`config.mk`:
```
export PLATFORM = sky130hd
export DESIGN_NAME = crc_ahb_top
export DESIGN_NICKNAME = d
export VERILOG_FILES = /design/src/design/crc_pkg.sv /design/src/design/host_interface.sv /design/src/design/crc_buffer.sv /design/src/design/crc_regs.sv /design/src/design/crc_engine.sv /design/src/design/crc_ahb_top.sv
export VERILOG_INCLUDE_DIRS = /design/src /design/src/design
export SDC_FILE = /design/constraint.sdc
export NUM_CORES = 1
export LEC_CHECK = 0
export ABC_AREA = 1
export BUFFER_PORTS_ARGS = -buffer_cell sky130_fd_sc_hd__buf_4
export CAP_MARGIN = 10
export CORE_UTILIZATION = 26
export CTS_CLUSTER_DIAMETER = 50
export DETAILED_ROUTE_END_ITERATION = 12
export PLACE_DENSITY_LB_ADDON = 0.05
export SETUP_SLACK_MARGIN = 0.3
export SLEW_MARGIN = 10
export SYNTH_ARGS = -nofsm -noshare
export SYNTH_HDL_FRONTEND = slang
export SYNTH_SLANG_ARGS = --single-unit
```
`constraint.sdc`:
```
create_clock -name HCLK -period 9 [get_ports HCLK]
set_input_delay 0.9 -clock HCLK [delete_from_list [all_inputs] [get_ports HCLK]]
set_output_delay 0.9 -clock HCLK [all_outputs]
set_load 0.01 [all_outputs]
```
`src/design/crc_macros.svh`:
```
// Register map, CR field positions and reset values of the AHB CRC calculator.
// Include in any block that decodes registers or needs their reset values.

`ifndef CRC_MACROS_SVH
`define CRC_MACROS_SVH

// Register indexes, taken from HADDR[4:2]
`define CRC_DR_ADDR    3'h0
`define CRC_IDR_ADDR   3'h1
`define CRC_CR_ADDR    3'h2
`define CRC_INIT_ADDR  3'h4
`define CRC_POL_ADDR   3'h5

// CR bit positions
`define CRC_CR_RESET_BIT  0
`define CRC_CR_CFG_LSB    3
`define CRC_CR_CFG_MSB    7

// Reset values
`define CRC_INIT_RESET  32'hFFFF_FFFF
`define CRC_POL_RESET   32'h04C1_1DB7
`define CRC_CR_RESET    5'h00

`endif

```
`src/design/crc_pkg.sv`:
```
// Types shared by the CRC calculator blocks.
// Import into any block that carries the configuration, the data word or the byte stream.

package crc_pkg;

	////////////////////////////////////////////////////////////
	// Control register fields, in CR[7:3] order
	////////////////////////////////////////////////////////////

	typedef struct packed
	{
		// Reverse the full 32-bit result
		logic       rev_out;
		// 00 none, 01 per byte, 10 per halfword, 11 per word
		logic [1:0] rev_in;
		// 00 32 bit, 01 16 bit, 10 8 bit, 11 7 bit
		logic [1:0] poly_size;
	} crc_cfg_t;

	////////////////////////////////////////////////////////////
	// DR write word, whole or as byte lanes
	////////////////////////////////////////////////////////////

	typedef union packed
	{
		logic [31:0]     word;
		logic [3:0][7:0] lanes;
	} crc_word_u;

	// One input byte on its way from the buffer to the engine
	typedef struct packed
	{
		logic       valid;
		logic [7:0] data;
	} crc_byte_t;

endpackage

```
`src/design/host_interface.sv`:
```
// AHB-Lite front end of the CRC calculator.
// Registers the address phase, decodes the register map, drives write enables,
// muxes read data and inserts wait states while the datapath is busy.

`timescale 1ns/1ps

`include "crc_macros.svh"

module host_interface
(
	input  logic                   HCLK,
	input  logic                   HRESETn,
	input  logic                   HSElx,
	input  logic [31:0]            HADDR,
	input  logic [1:0]             HTRANS,
	input  logic [2:0]             HSIZE,
	input  logic                   HWRITE,
	input  logic                   HREADY,
	input  logic [31:0]            HWDATA,
	input  logic [31:0]            crc_out,
	input  logic [31:0]            crc_init_out,
	input  logic [31:0]            crc_poly_out,
	input  logic [7:0]             crc_idr_out,
	input  logic                   buffer_full,
	input  logic                   reset_pending,
	input  logic                   read_wait,
	output logic [31:0]            HRDATA,
	output logic                   HREADYOUT,
	output logic                   HRESP,
	output crc_pkg::crc_word_u     bus_wr,
	output logic [1:0]             bus_size,
	output crc_pkg::crc_cfg_t      cfg,
	output logic                   buffer_write_en,
	output logic                   crc_init_en,
	output logic                   crc_idr_en,
	output logic                   crc_poly_en,
	output logic                   reset_chain
);

	import crc_pkg::*;

	localparam logic [1:0] HTRANS_NONSEQ = 2'b10;

	// Address phase copies
	logic [2:0] haddr_pp;
	logic [1:0] hsize_pp;
	logic [1:0] htrans_pp;
	logic       hwrite_pp;
	logic       hselx_pp;

	crc_cfg_t   cfg_q;
	logic       sample_bus;
	logic       write_acc;
	logic       read_acc;
	logic       dr_wr;
	logic       dr_rd;
	logic       init_wr;
	logic       stall;

	////////////////////////////////////////////////////////////
	// Address phase pipeline
	////////////////////////////////////////////////////////////

	assign sample_bus = HREADY && HREADYOUT;

	always_ff @(posedge HCLK)
	begin
		if (!HRESETn)
			hselx_pp <= 1'b0;
		else if (sample_bus)
		begin
			hselx_pp  <= HSElx;
			haddr_pp  <= HADDR[4:2];
			hsize_pp  <= HSIZE[1:0];
			htrans_pp <= HTRANS;
			hwrite_pp <= HWRITE;
		end
	end

	// Only NONSEQ transfers touch a register
	assign write_acc = hselx_pp && hwrite_pp && (htrans_pp == HTRANS_NONSEQ);
	assign read_acc  = hselx_pp && !hwrite_pp && (htrans_pp == HTRANS_NONSEQ);

	assign dr_wr   = write_acc && (haddr_pp == `CRC_DR_ADDR);
	assign dr_rd   = read_acc && (haddr_pp == `CRC_DR_ADDR);
	assign init_wr = write_acc && (haddr_pp == `CRC_INIT_ADDR);

	////////////////////////////////////////////////////////////
	// Wait states
	////////////////////////////////////////////////////////////

	// Each busy flag holds only the access that depends on it
	assign stall = (dr_wr && buffer_full) || (dr_rd && read_wait) ||
	               (init_wr && reset_pending);

	assign HREADYOUT = !stall;
	// Errors are never signalled
	assign HRESP     = 1'b0;

	// Enables fire once, in the completing data phase cycle
	assign buffer_write_en = dr_wr && !stall;
	assign crc_init_en     = init_wr && !stall;
	assign crc_idr_en      = write_acc && (haddr_pp == `CRC_IDR_ADDR);
	assign crc_poly_en     = write_acc && (haddr_pp == `CRC_POL_ADDR);
	assign reset_chain     = write_acc && (haddr_pp == `CRC_CR_ADDR) &&
	                         bus_wr.word[`CRC_CR_RESET_BIT];

	// Write data is taken straight from the data phase
	assign bus_wr.word = HWDATA;
	assign bus_size    = hsize_pp;

	////////////////////////////////////////////////////////////
	// Control register
	////////////////////////////////////////////////////////////

	always_ff @(posedge HCLK)
	begin
		if (!HRESETn)
			cfg_q <= `CRC_CR_RESET;
		else if (write_acc && (haddr_pp == `CRC_CR_ADDR))
			cfg_q <= bus_wr.lanes[0][`CRC_CR_CFG_MSB:`CRC_CR_CFG_LSB];
	end

	assign cfg = cfg_q;

	// Read mux, CR bit 0 reads back as zero
	always_comb
	begin
		case (haddr_pp)
			`CRC_DR_ADDR:   HRDATA = crc_out;
			`CRC_IDR_ADDR:  HRDATA = {24'h0, crc_idr_out};
			`CRC_CR_ADDR:   HRDATA = {24'h0, cfg_q, 3'b000};
			`CRC_INIT_ADDR: HRDATA = crc_init_out;
			`CRC_POL_ADDR:  HRDATA = crc_poly_out;
			default:        HRDATA = 32'h0;
		endcase
	end

	// Address phase that is not a selected NONSEQ write enables nothing in its data phase
	assert property (@(posedge HCLK) disable iff (!HRESETn)
		(sample_bus && !(HSElx && HWRITE && (HTRANS == HTRANS_NONSEQ)))
		|=> !(buffer_write_en || crc_init_en || crc_idr_en || crc_poly_en || reset_chain));

	// DR read held off by read_wait is still pending next cycle
	assert property (@(posedge HCLK) disable iff (!HRESETn)
		(dr_rd && read_wait) |=> dr_rd);

endmodule

```
`src/design/crc_buffer.sv`:
```
// Holding register for one DR write.
// Applies input bit reversal and streams 1, 2 or 4 bytes, low lane first.

`timescale 1ns/1ps

module crc_buffer
(
	input  logic                HCLK,
	input  logic                HRESETn,
	input  crc_pkg::crc_word_u  bus_wr,
	input  logic [1:0]          bus_size,
	input  logic                buffer_write_en,
	input  logic [1:0]          rev_in,
	input  logic                reset_chain,
	output crc_pkg::crc_byte_t  byte_out,
	output logic                buffer_full
);

	import crc_pkg::*;

	crc_word_u  data_q;
	crc_word_u  rev_word;
	logic [2:0] count_q;
	logic [2:0] load_count;

	// Bit reversal within a byte, a halfword or the whole word
	always_comb
	begin
		for (int i = 0; i < 32; i++)
		begin
			case (rev_in)
				2'b01:   rev_word.word[i] = bus_wr.word[(i & ~7) + 7 - (i & 7)];
				2'b10:   rev_word.word[i] = bus_wr.word[(i & ~15) + 15 - (i & 15)];
				2'b11:   rev_word.word[i] = bus_wr.word[31 - i];
				default: rev_word.word[i] = bus_wr.word[i];
			endcase
		end
	end

	// Byte count from HSIZE
	always_comb
	begin
		case (bus_size)
			2'd0:    load_count = 3'd1;
			2'd1:    load_count = 3'd2;
			default: load_count = 3'd4;
		endcase
	end

	always_ff @(posedge HCLK)
	begin
		if (!HRESETn || reset_chain)
			count_q <= 3'd0;
		else if (buffer_write_en)
			count_q <= load_count;
		else if (count_q != 3'd0)
			count_q <= count_q - 3'd1;
	end

	// Data word shifts down one lane per emitted byte
	always_ff @(posedge HCLK)
	begin
		if (buffer_write_en)
			data_q <= rev_word;
		else if (count_q != 3'd0)
			data_q.word <= data_q.word >> 8;
	end

	assign byte_out.data  = data_q.lanes[0];
	assign byte_out.valid = (count_q != 3'd0);
	assign buffer_full    = (count_q != 3'd0);

	// Front end must hold a DR write until the buffer drains
	assert property (@(posedge HCLK) disable iff (!HRESETn)
		buffer_write_en |-> !buffer_full);

endmodule

```
`src/design/crc_regs.sv`:
```
// Software registers of the CRC calculator: INIT, POL and IDR.
// Also raises the one-cycle restart that reloads the engine from INIT.

`timescale 1ns/1ps

`include "crc_macros.svh"

module crc_regs
(
	input  logic        HCLK,
	input  logic        HRESETn,
	input  logic [31:0] bus_wr,
	input  logic        crc_init_en,
	input  logic        crc_poly_en,
	input  logic        crc_idr_en,
	input  logic        reset_chain,
	output logic [31:0] crc_init_out,
	output logic [31:0] crc_poly_out,
	output logic [7:0]  crc_idr_out,
	output logic        restart,
	output logic        reset_pending
);

	logic pending_q;

	////////////////////////////////////////////////////////////
	// Register file
	////////////////////////////////////////////////////////////

	always_ff @(posedge HCLK)
	begin
		if (!HRESETn)
		begin
			crc_init_out <= `CRC_INIT_RESET;
			crc_poly_out <= `CRC_POL_RESET;
			// Free byte, upper bits are dropped
			crc_idr_out  <= 8'h00;
		end
		else
		begin
			if (crc_init_en)
				crc_init_out <= bus_wr;
			if (crc_poly_en)
				crc_poly_out <= bus_wr;
			if (crc_idr_en)
				crc_idr_out <= bus_wr[7:0];
		end
	end

	// Pending for one cycle after CR restart or INIT write
	always_ff @(posedge HCLK)
	begin
		if (!HRESETn)
			pending_q <= 1'b0;
		else
			pending_q <= reset_chain || crc_init_en;
	end

	assign restart       = pending_q;
	assign reset_pending = pending_q;

	// INIT is never overwritten while its reload is outstanding
	assert property (@(posedge HCLK) disable iff (!HRESETn)
		crc_init_en |-> !reset_pending);

endmodule

```
`src/design/crc_engine.sv`:
```
// Byte-serial CRC datapath for 7, 8, 16 and 32 bit polynomials.
// State is kept left-aligned in 32 bits and one byte is folded in per clock.

`timescale 1ns/1ps

module crc_engine
(
	input  logic               HCLK,
	input  logic               HRESETn,
	input  crc_pkg::crc_byte_t byte_in,
	input  crc_pkg::crc_cfg_t  cfg,
	input  logic [31:0]        crc_init_out,
	input  logic [31:0]        crc_poly_out,
	input  logic               restart,
	input  logic               buffer_full,
	output logic [31:0]        crc_out,
	output logic               read_wait
);

	logic [31:0] state_q;
	logic [31:0] next_state;
	logic [31:0] mask_al;
	logic [31:0] poly_al;
	logic [31:0] aligned;
	logic [31:0] reversed;
	logic [4:0]  shift;

	// Left shift that puts the polynomial MSB at bit 31
	always_comb
	begin
		case (cfg.poly_size)
			2'b00:   shift = 5'd0;
			2'b01:   shift = 5'd16;
			2'b10:   shift = 5'd24;
			default: shift = 5'd25;
		endcase
	end

	assign mask_al = 32'hFFFF_FFFF << shift;
	assign poly_al = crc_poly_out << shift;

	// Eight division steps, data byte enters at the top
	always_comb
	begin
		next_state = state_q ^ {byte_in.data, 24'h0};
		for (int i = 0; i < 8; i++)
		begin
			if (next_state[31])
				next_state = (next_state << 1) ^ poly_al;
			else
				next_state = next_state << 1;
		end
		next_state = next_state & mask_al;
	end

	// Restart wins over a byte in the same cycle
	always_ff @(posedge HCLK)
	begin
		if (!HRESETn)
			state_q <= '1;
		else if (restart)
			state_q <= (crc_init_out << shift) & mask_al;
		else if (byte_in.valid)
			state_q <= next_state;
	end

	////////////////////////////////////////////////////////////
	// Result
	////////////////////////////////////////////////////////////

	assign aligned = state_q >> shift;

	always_comb
	begin
		for (int i = 0; i < 32; i++)
			reversed[i] = aligned[31 - i];
	end

	assign crc_out = cfg.rev_out ? reversed : aligned;

	// Result not final while bytes or a reload are outstanding
	assign read_wait = buffer_full || byte_in.valid || restart;

endmodule

```
`src/design/crc_ahb_top.sv`:
```
// Top level of the AHB-Lite CRC calculator.
// Connects the bus front end, data buffer, register block and CRC engine.

`timescale 1ns/1ps

module crc_ahb_top
(
	input  logic        HCLK,
	input  logic        HRESETn,
	input  logic        HSElx,
	input  logic [31:0] HADDR,
	input  logic [1:0]  HTRANS,
	input  logic [2:0]  HSIZE,
	input  logic        HWRITE,
	input  logic        HREADY,
	input  logic [31:0] HWDATA,
	output logic [31:0] HRDATA,
	output logic        HREADYOUT,
	output logic        HRESP
);

	import crc_pkg::*;

	crc_word_u   bus_wr;
	crc_cfg_t    cfg;
	crc_byte_t   byte_stream;
	logic [1:0]  bus_size;
	logic [31:0] crc_out;
	logic [31:0] crc_init_out;
	logic [31:0] crc_poly_out;
	logic [7:0]  crc_idr_out;
	logic        buffer_write_en;
	logic        crc_init_en;
	logic        crc_idr_en;
	logic        crc_poly_en;
	logic        reset_chain;
	logic        buffer_full;
	logic        reset_pending;
	logic        read_wait;
	logic        restart;

	////////////////////////////////////////////////////////////
	// Bus front end
	////////////////////////////////////////////////////////////

	host_interface host_interface_inst
	(
		.HCLK            (HCLK),
		.HRESETn         (HRESETn),
		.HSElx           (HSElx),
		.HADDR           (HADDR),
		.HTRANS          (HTRANS),
		.HSIZE           (HSIZE),
		.HWRITE          (HWRITE),
		.HREADY          (HREADY),
		.HWDATA          (HWDATA),
		.crc_out         (crc_out),
		.crc_init_out    (crc_init_out),
		.crc_poly_out    (crc_poly_out),
		.crc_idr_out     (crc_idr_out),
		.buffer_full     (buffer_full),
		.reset_pending   (reset_pending),
		.read_wait       (read_wait),
		.HRDATA          (HRDATA),
		.HREADYOUT       (HREADYOUT),
		.HRESP           (HRESP),
		.bus_wr          (bus_wr),
		.bus_size        (bus_size),
		.cfg             (cfg),
		.buffer_write_en (buffer_write_en),
		.crc_init_en     (crc_init_en),
		.crc_idr_en      (crc_idr_en),
		.crc_poly_en     (crc_poly_en),
		.reset_chain     (reset_chain)
	);

	////////////////////////////////////////////////////////////
	// Datapath
	////////////////////////////////////////////////////////////

	// Input bytes, reversal taken from CR
	crc_buffer crc_buffer_inst
	(
		.HCLK            (HCLK),
		.HRESETn         (HRESETn),
		.bus_wr          (bus_wr),
		.bus_size        (bus_size),
		.buffer_write_en (buffer_write_en),
		.rev_in          (cfg.rev_in),
		.reset_chain     (reset_chain),
		.byte_out        (byte_stream),
		.buffer_full     (buffer_full)
	);

	crc_regs crc_regs_inst
	(
		.HCLK          (HCLK),
		.HRESETn       (HRESETn),
		.bus_wr        (bus_wr.word),
		.crc_init_en   (crc_init_en),
		.crc_poly_en   (crc_poly_en),
		.crc_idr_en    (crc_idr_en),
		.reset_chain   (reset_chain),
		.crc_init_out  (crc_init_out),
		.crc_poly_out  (crc_poly_out),
		.crc_idr_out   (crc_idr_out),
		.restart       (restart),
		.reset_pending (reset_pending)
	);

	crc_engine crc_engine_inst
	(
		.HCLK         (HCLK),
		.HRESETn      (HRESETn),
		.byte_in      (byte_stream),
		.cfg          (cfg),
		.crc_init_out (crc_init_out),
		.crc_poly_out (crc_poly_out),
		.restart      (restart),
		.buffer_full  (buffer_full),
		.crc_out      (crc_out),
		.read_wait    (read_wait)
	);

endmodule

```
==> impl_summary.txt <==
----------------------------------------------------
[Outcome]
  Run status ... completed

[Final layout]
  Most used cells in the layout excluding fill and tap cells ... sky130_fd_sc_hd__nand2_1 (691), sky130_fd_sc_hd__nand3_1 (239), sky130_fd_sc_hd__inv_1 (218)
  Antenna diode count ... 0
  Final cell utilization of the core ... 0.296
  Area added between synthesis and finish ... 11.7%
  Net count reported at finish ... 2304
  Most common library cell in the layout ignoring fill and taps ... sky130_fd_sc_hd__nand2_1
  Share of final-layout standard cells stronger than drive strength 1 ... 0.0870

[STA]
  Setup violation total in the final timing report ... 0
  Max Freq ... 153 MHz
  Post-route worst setup slack ... 2.48 ns
  Final clock skew ... 0.0109 ns
  Unrepaired setup endpoints after global routing ... false
  Setup TNS ... 0 ns
  Relative max-transition margin ... 0.264
  Worst hold slack across all endpoints ... 0.471 ns
  Final hold violations ... 0
  Number of slew-limit violations in the final report ... 0
  Transition at the pin with the smallest max-transition slack ... 1.10 ns
  Tmin final ... 6.52 ns
  Final cycle utilization of the critical path ... 0.725

[Floorplan]
  Top-Level Pins ... 108
  Floorplan die width ... 231 um
  Number of cell rows ... 83
  DIE AREA ... 53400 um2
  Initial core utilization ... 0.265
  Core Footprint ... 51500 um2
  Floorplan die height ... 231 um

[Worst setup path]
  Critical path launch point type ... flip-flop
  Critical path start-end classification ... reg2reg
  Data arrival time of the critical path ... 6.87 ns
  Max Fanout on Critical Path ... 46
  Sort of element at the end of the critical path ... flip-flop
  Worst-case register-to-register setup slack ... 2.48 ns
  Required time worst endpoint ... 9.35 ns

[Route]
  Via total after detailed routing ... 14.7k
  Number of nets still failing antenna checks after routing ... 0
  Drt pass-1 iters ... 6
  Number of remaining DRC errors ... 0
  Average vias per placed instance ... 5.04
  Average wire per cell in the routed design ... 21.6 um
  Count of routing violations after the opening detailed-route iteration ... 1264
  WL final ... 63000 um

[Synthesis]
  Syn nets ... 2309
  Number of distinct library cells after synthesis ... 52
  Summed instance area of the synthesized netlist ... 13600 um2
  Syn Area/Cell ... 6.11 um2
  Post-synthesis register bit count ... 154
  Sequential-to-total area share from yosys stat ... 0.255
  Warning count from the yosys run ... 0
  Cells after synthesis ... 2233

[Clock tree]
  CTS buffer count ... 17
  Number of buffers inserted for hold repair after clock tree synthesis ... 0
  Clock transition time at the flip-flop clock pins of the worst setup and hold paths ... 0.07 ns
  Maximum buffer depth of the clock tree ... 2
  Post-CTS setup-driven buffer insertion count ... 0
  Clock tree from TritonCTS ... yes
  Later-pin clock latency in the skew report ... 0.46 ns
  Htree depth ... 4
  Root cell of the clock tree ... sky130_fd_sc_hd__clkbuf_16
  Resized Gates After CTS ... 0
  Clock sink total ... 154

[Power and ir drop]
  Power Density ... 437 nW/um2
  VDD IR max ... 0.000165 V
  Static Leakage ... 7.19 nW
  Switching power share of the total ... 0.551
  Clock network fraction of total power ... 0.112
  Flop pwr share ... 0.154
  Sw power ... 0.00367 W
  P_int ... 0.00299 W
  Combinational cell fraction of total power ... 0.734

[Placed design]
  Gpl congestion ... 0.947
  Setup WS pre-CTS ... 2.38 ns
  Detailed Place HPWL ... 47100 um
  Buffers on Ports ... 76

[GRT]
  Overflow after GRT ... 0
  All-Layer GR Usage ... 0.236
  Maximum number of pins on one net before global-route repair ... 60
  Wire length of the first global-routing pass ... 92900 um
  Vias in the first global route ... 13.6k
  Number of antenna violations at the first check in global routing ... 0

[Job]
  Max-cap violation count ... 0

[Min path]
  Path category of the worst min-delay check ... reg2reg

----------------------------------------------------
final timing paths:
kind	start	endpoint	cells past startpoint
max reg2reg	host_interface_inst.cfg[1]	crc_engine_inst.state_q[13]	24
min	crc_engine_inst.state_q[8]	crc_engine_inst.state_q[8]	2
min reg2reg	crc_engine_inst.state_q[8]	crc_engine_inst.state_q[8]	2
max	host_interface_inst.cfg[1]	crc_engine_inst.state_q[13]	24
flip-flops by register name, summed over array words and instances, names as in the netlist, 2 cells and up:
register	count
crc_buffer_inst.data_q	32
crc_engine_inst.state_q	32
crc_regs_inst.crc_init_out	32
crc_regs_inst.crc_poly_out	32
crc_regs_inst.crc_idr_out	8
host_interface_inst.cfg	5
crc_buffer_inst.count_q	3
host_interface_inst.haddr_pp	3
host_interface_inst.bus_size	2
host_interface_inst.htrans_pp	2
layout make-up:
type                    instances  area (um2)
clock buffers                  18         450
clock inverters                14         134
fillers                      5888       36300
inverters                     237         895
multi-input cells            1718        8670
flip-flops and latches        154        3480
well taps                     680         851
repair buffers                100         751
power by group through the flow:
stage,clock (W),combinational (W),sequential (W)
after detailed placement,0,0.00489,0.00104
final,0.000748,0.00489,0.00102
after global placement,0,0.00484,0.00104
after CTS,0.000763,0.00491,0.00102
after global routing,0.000790,0.00554,0.00104
after floorplan,0,0.00383,0.000975
metrics by stage:
stage,cell area (um2),total power [W],cells
after global placement,14700,0.00588,2889
after global routing,15200,0.00737,2921
after floorplan,13600,0.00481,2233
after detailed placement,14700,0.00593,2889
final,15200,0.00666,2921
after CTS,15200,0.00670,2921
worst max-delay path, stage by stage (launching register included):
cell                      delay [ns]
sky130_fd_sc_hd__dfxtp_1        0.90
sky130_fd_sc_hd__inv_2          0.53
sky130_fd_sc_hd__o21ai_1        0.20
sky130_fd_sc_hd__nand2_1        0.09
sky130_fd_sc_hd__nand2_2        0.37
sky130_fd_sc_hd__nand3_2        0.22
sky130_fd_sc_hd__nand3_2        0.14
sky130_fd_sc_hd__nand2_1        0.10
sky130_fd_sc_hd__nand2_4        0.40
sky130_fd_sc_hd__nand3_1        0.20
sky130_fd_sc_hd__nand2_4        0.48
sky130_fd_sc_hd__inv_2          0.08
sky130_fd_sc_hd__nand2_2        0.21
sky130_fd_sc_hd__nand2_4        0.26
sky130_fd_sc_hd__inv_4          0.30
sky130_fd_sc_hd__nand3_2        0.11
sky130_fd_sc_hd__nand2_1        0.08
sky130_fd_sc_hd__nand2_1        0.06
sky130_fd_sc_hd__nand2_2        0.13
sky130_fd_sc_hd__xor2_4         0.88
sky130_fd_sc_hd__nand2_1        0.10
sky130_fd_sc_hd__nand2_1        0.11
sky130_fd_sc_hd__nand3_1        0.17
sky130_fd_sc_hd__nand2_1        0.13
sky130_fd_sc_hd__nand2_1        0.05
Yosys cell counts, drive strengths merged:
master / instances / share of area
and2: 3 / 0.0016
dfxtp: 114 / 0.17
nand3: 252 / 0.099
edfxtp: 40 / 0.088
a31oi: 1 / 0.00046
a211oi: 1 / 0.00055
o221ai: 21 / 0.013
or2: 14 / 0.0064
o22ai: 15 / 0.0069
o21ai: 188 / 0.069
inv: 231 / 0.064
xnor2: 52 / 0.035
nor2: 143 / 0.042
o2111ai: 4 / 0.0026
a21o: 1 / 0.00055
ha: 2 / 0.0018
nand2: 713 / 0.20
clkbuf: 82 / 0.023
nand3b: 4 / 0.0022
nand4: 8 / 0.0037
o2111a: 5 / 0.0041
a22oi: 2 / 0.0011
clkinv: 6 / 0.0017
xor2: 71 / 0.047
a221o: 1 / 0.00073
nor3: 5 / 0.0018
nand2b: 6 / 0.0028
a21oi: 141 / 0.052
o211ai: 41 / 0.023
conb: 1 / 0.00028
a41oi: 1 / 0.00064
buf: 42 / 0.021
a221oi: 13 / 0.0084
o21bai: 9 / 0.0050
layer usage:
metal | share of wire | global-route usage
met1 | 0.47 | 0.328
met5 | 0 | 0
met3 | 0.045 | 0.0252
met4 | 0.034 | 0.0840
met2 | 0.45 | 0.376
cell families after synthesis:
logic type / share of synthesized area
other: 0.000275
buffers and inverters: 0.109
flip-flops: 0.255
adder cells (fa/ha/maj): 0.00184
AND/OR/NAND/NOR: 0.363
XOR/XNOR: 0.0818
AO/OA/AOI/OAI: 0.188
Power figures use the tool's default switching activity.
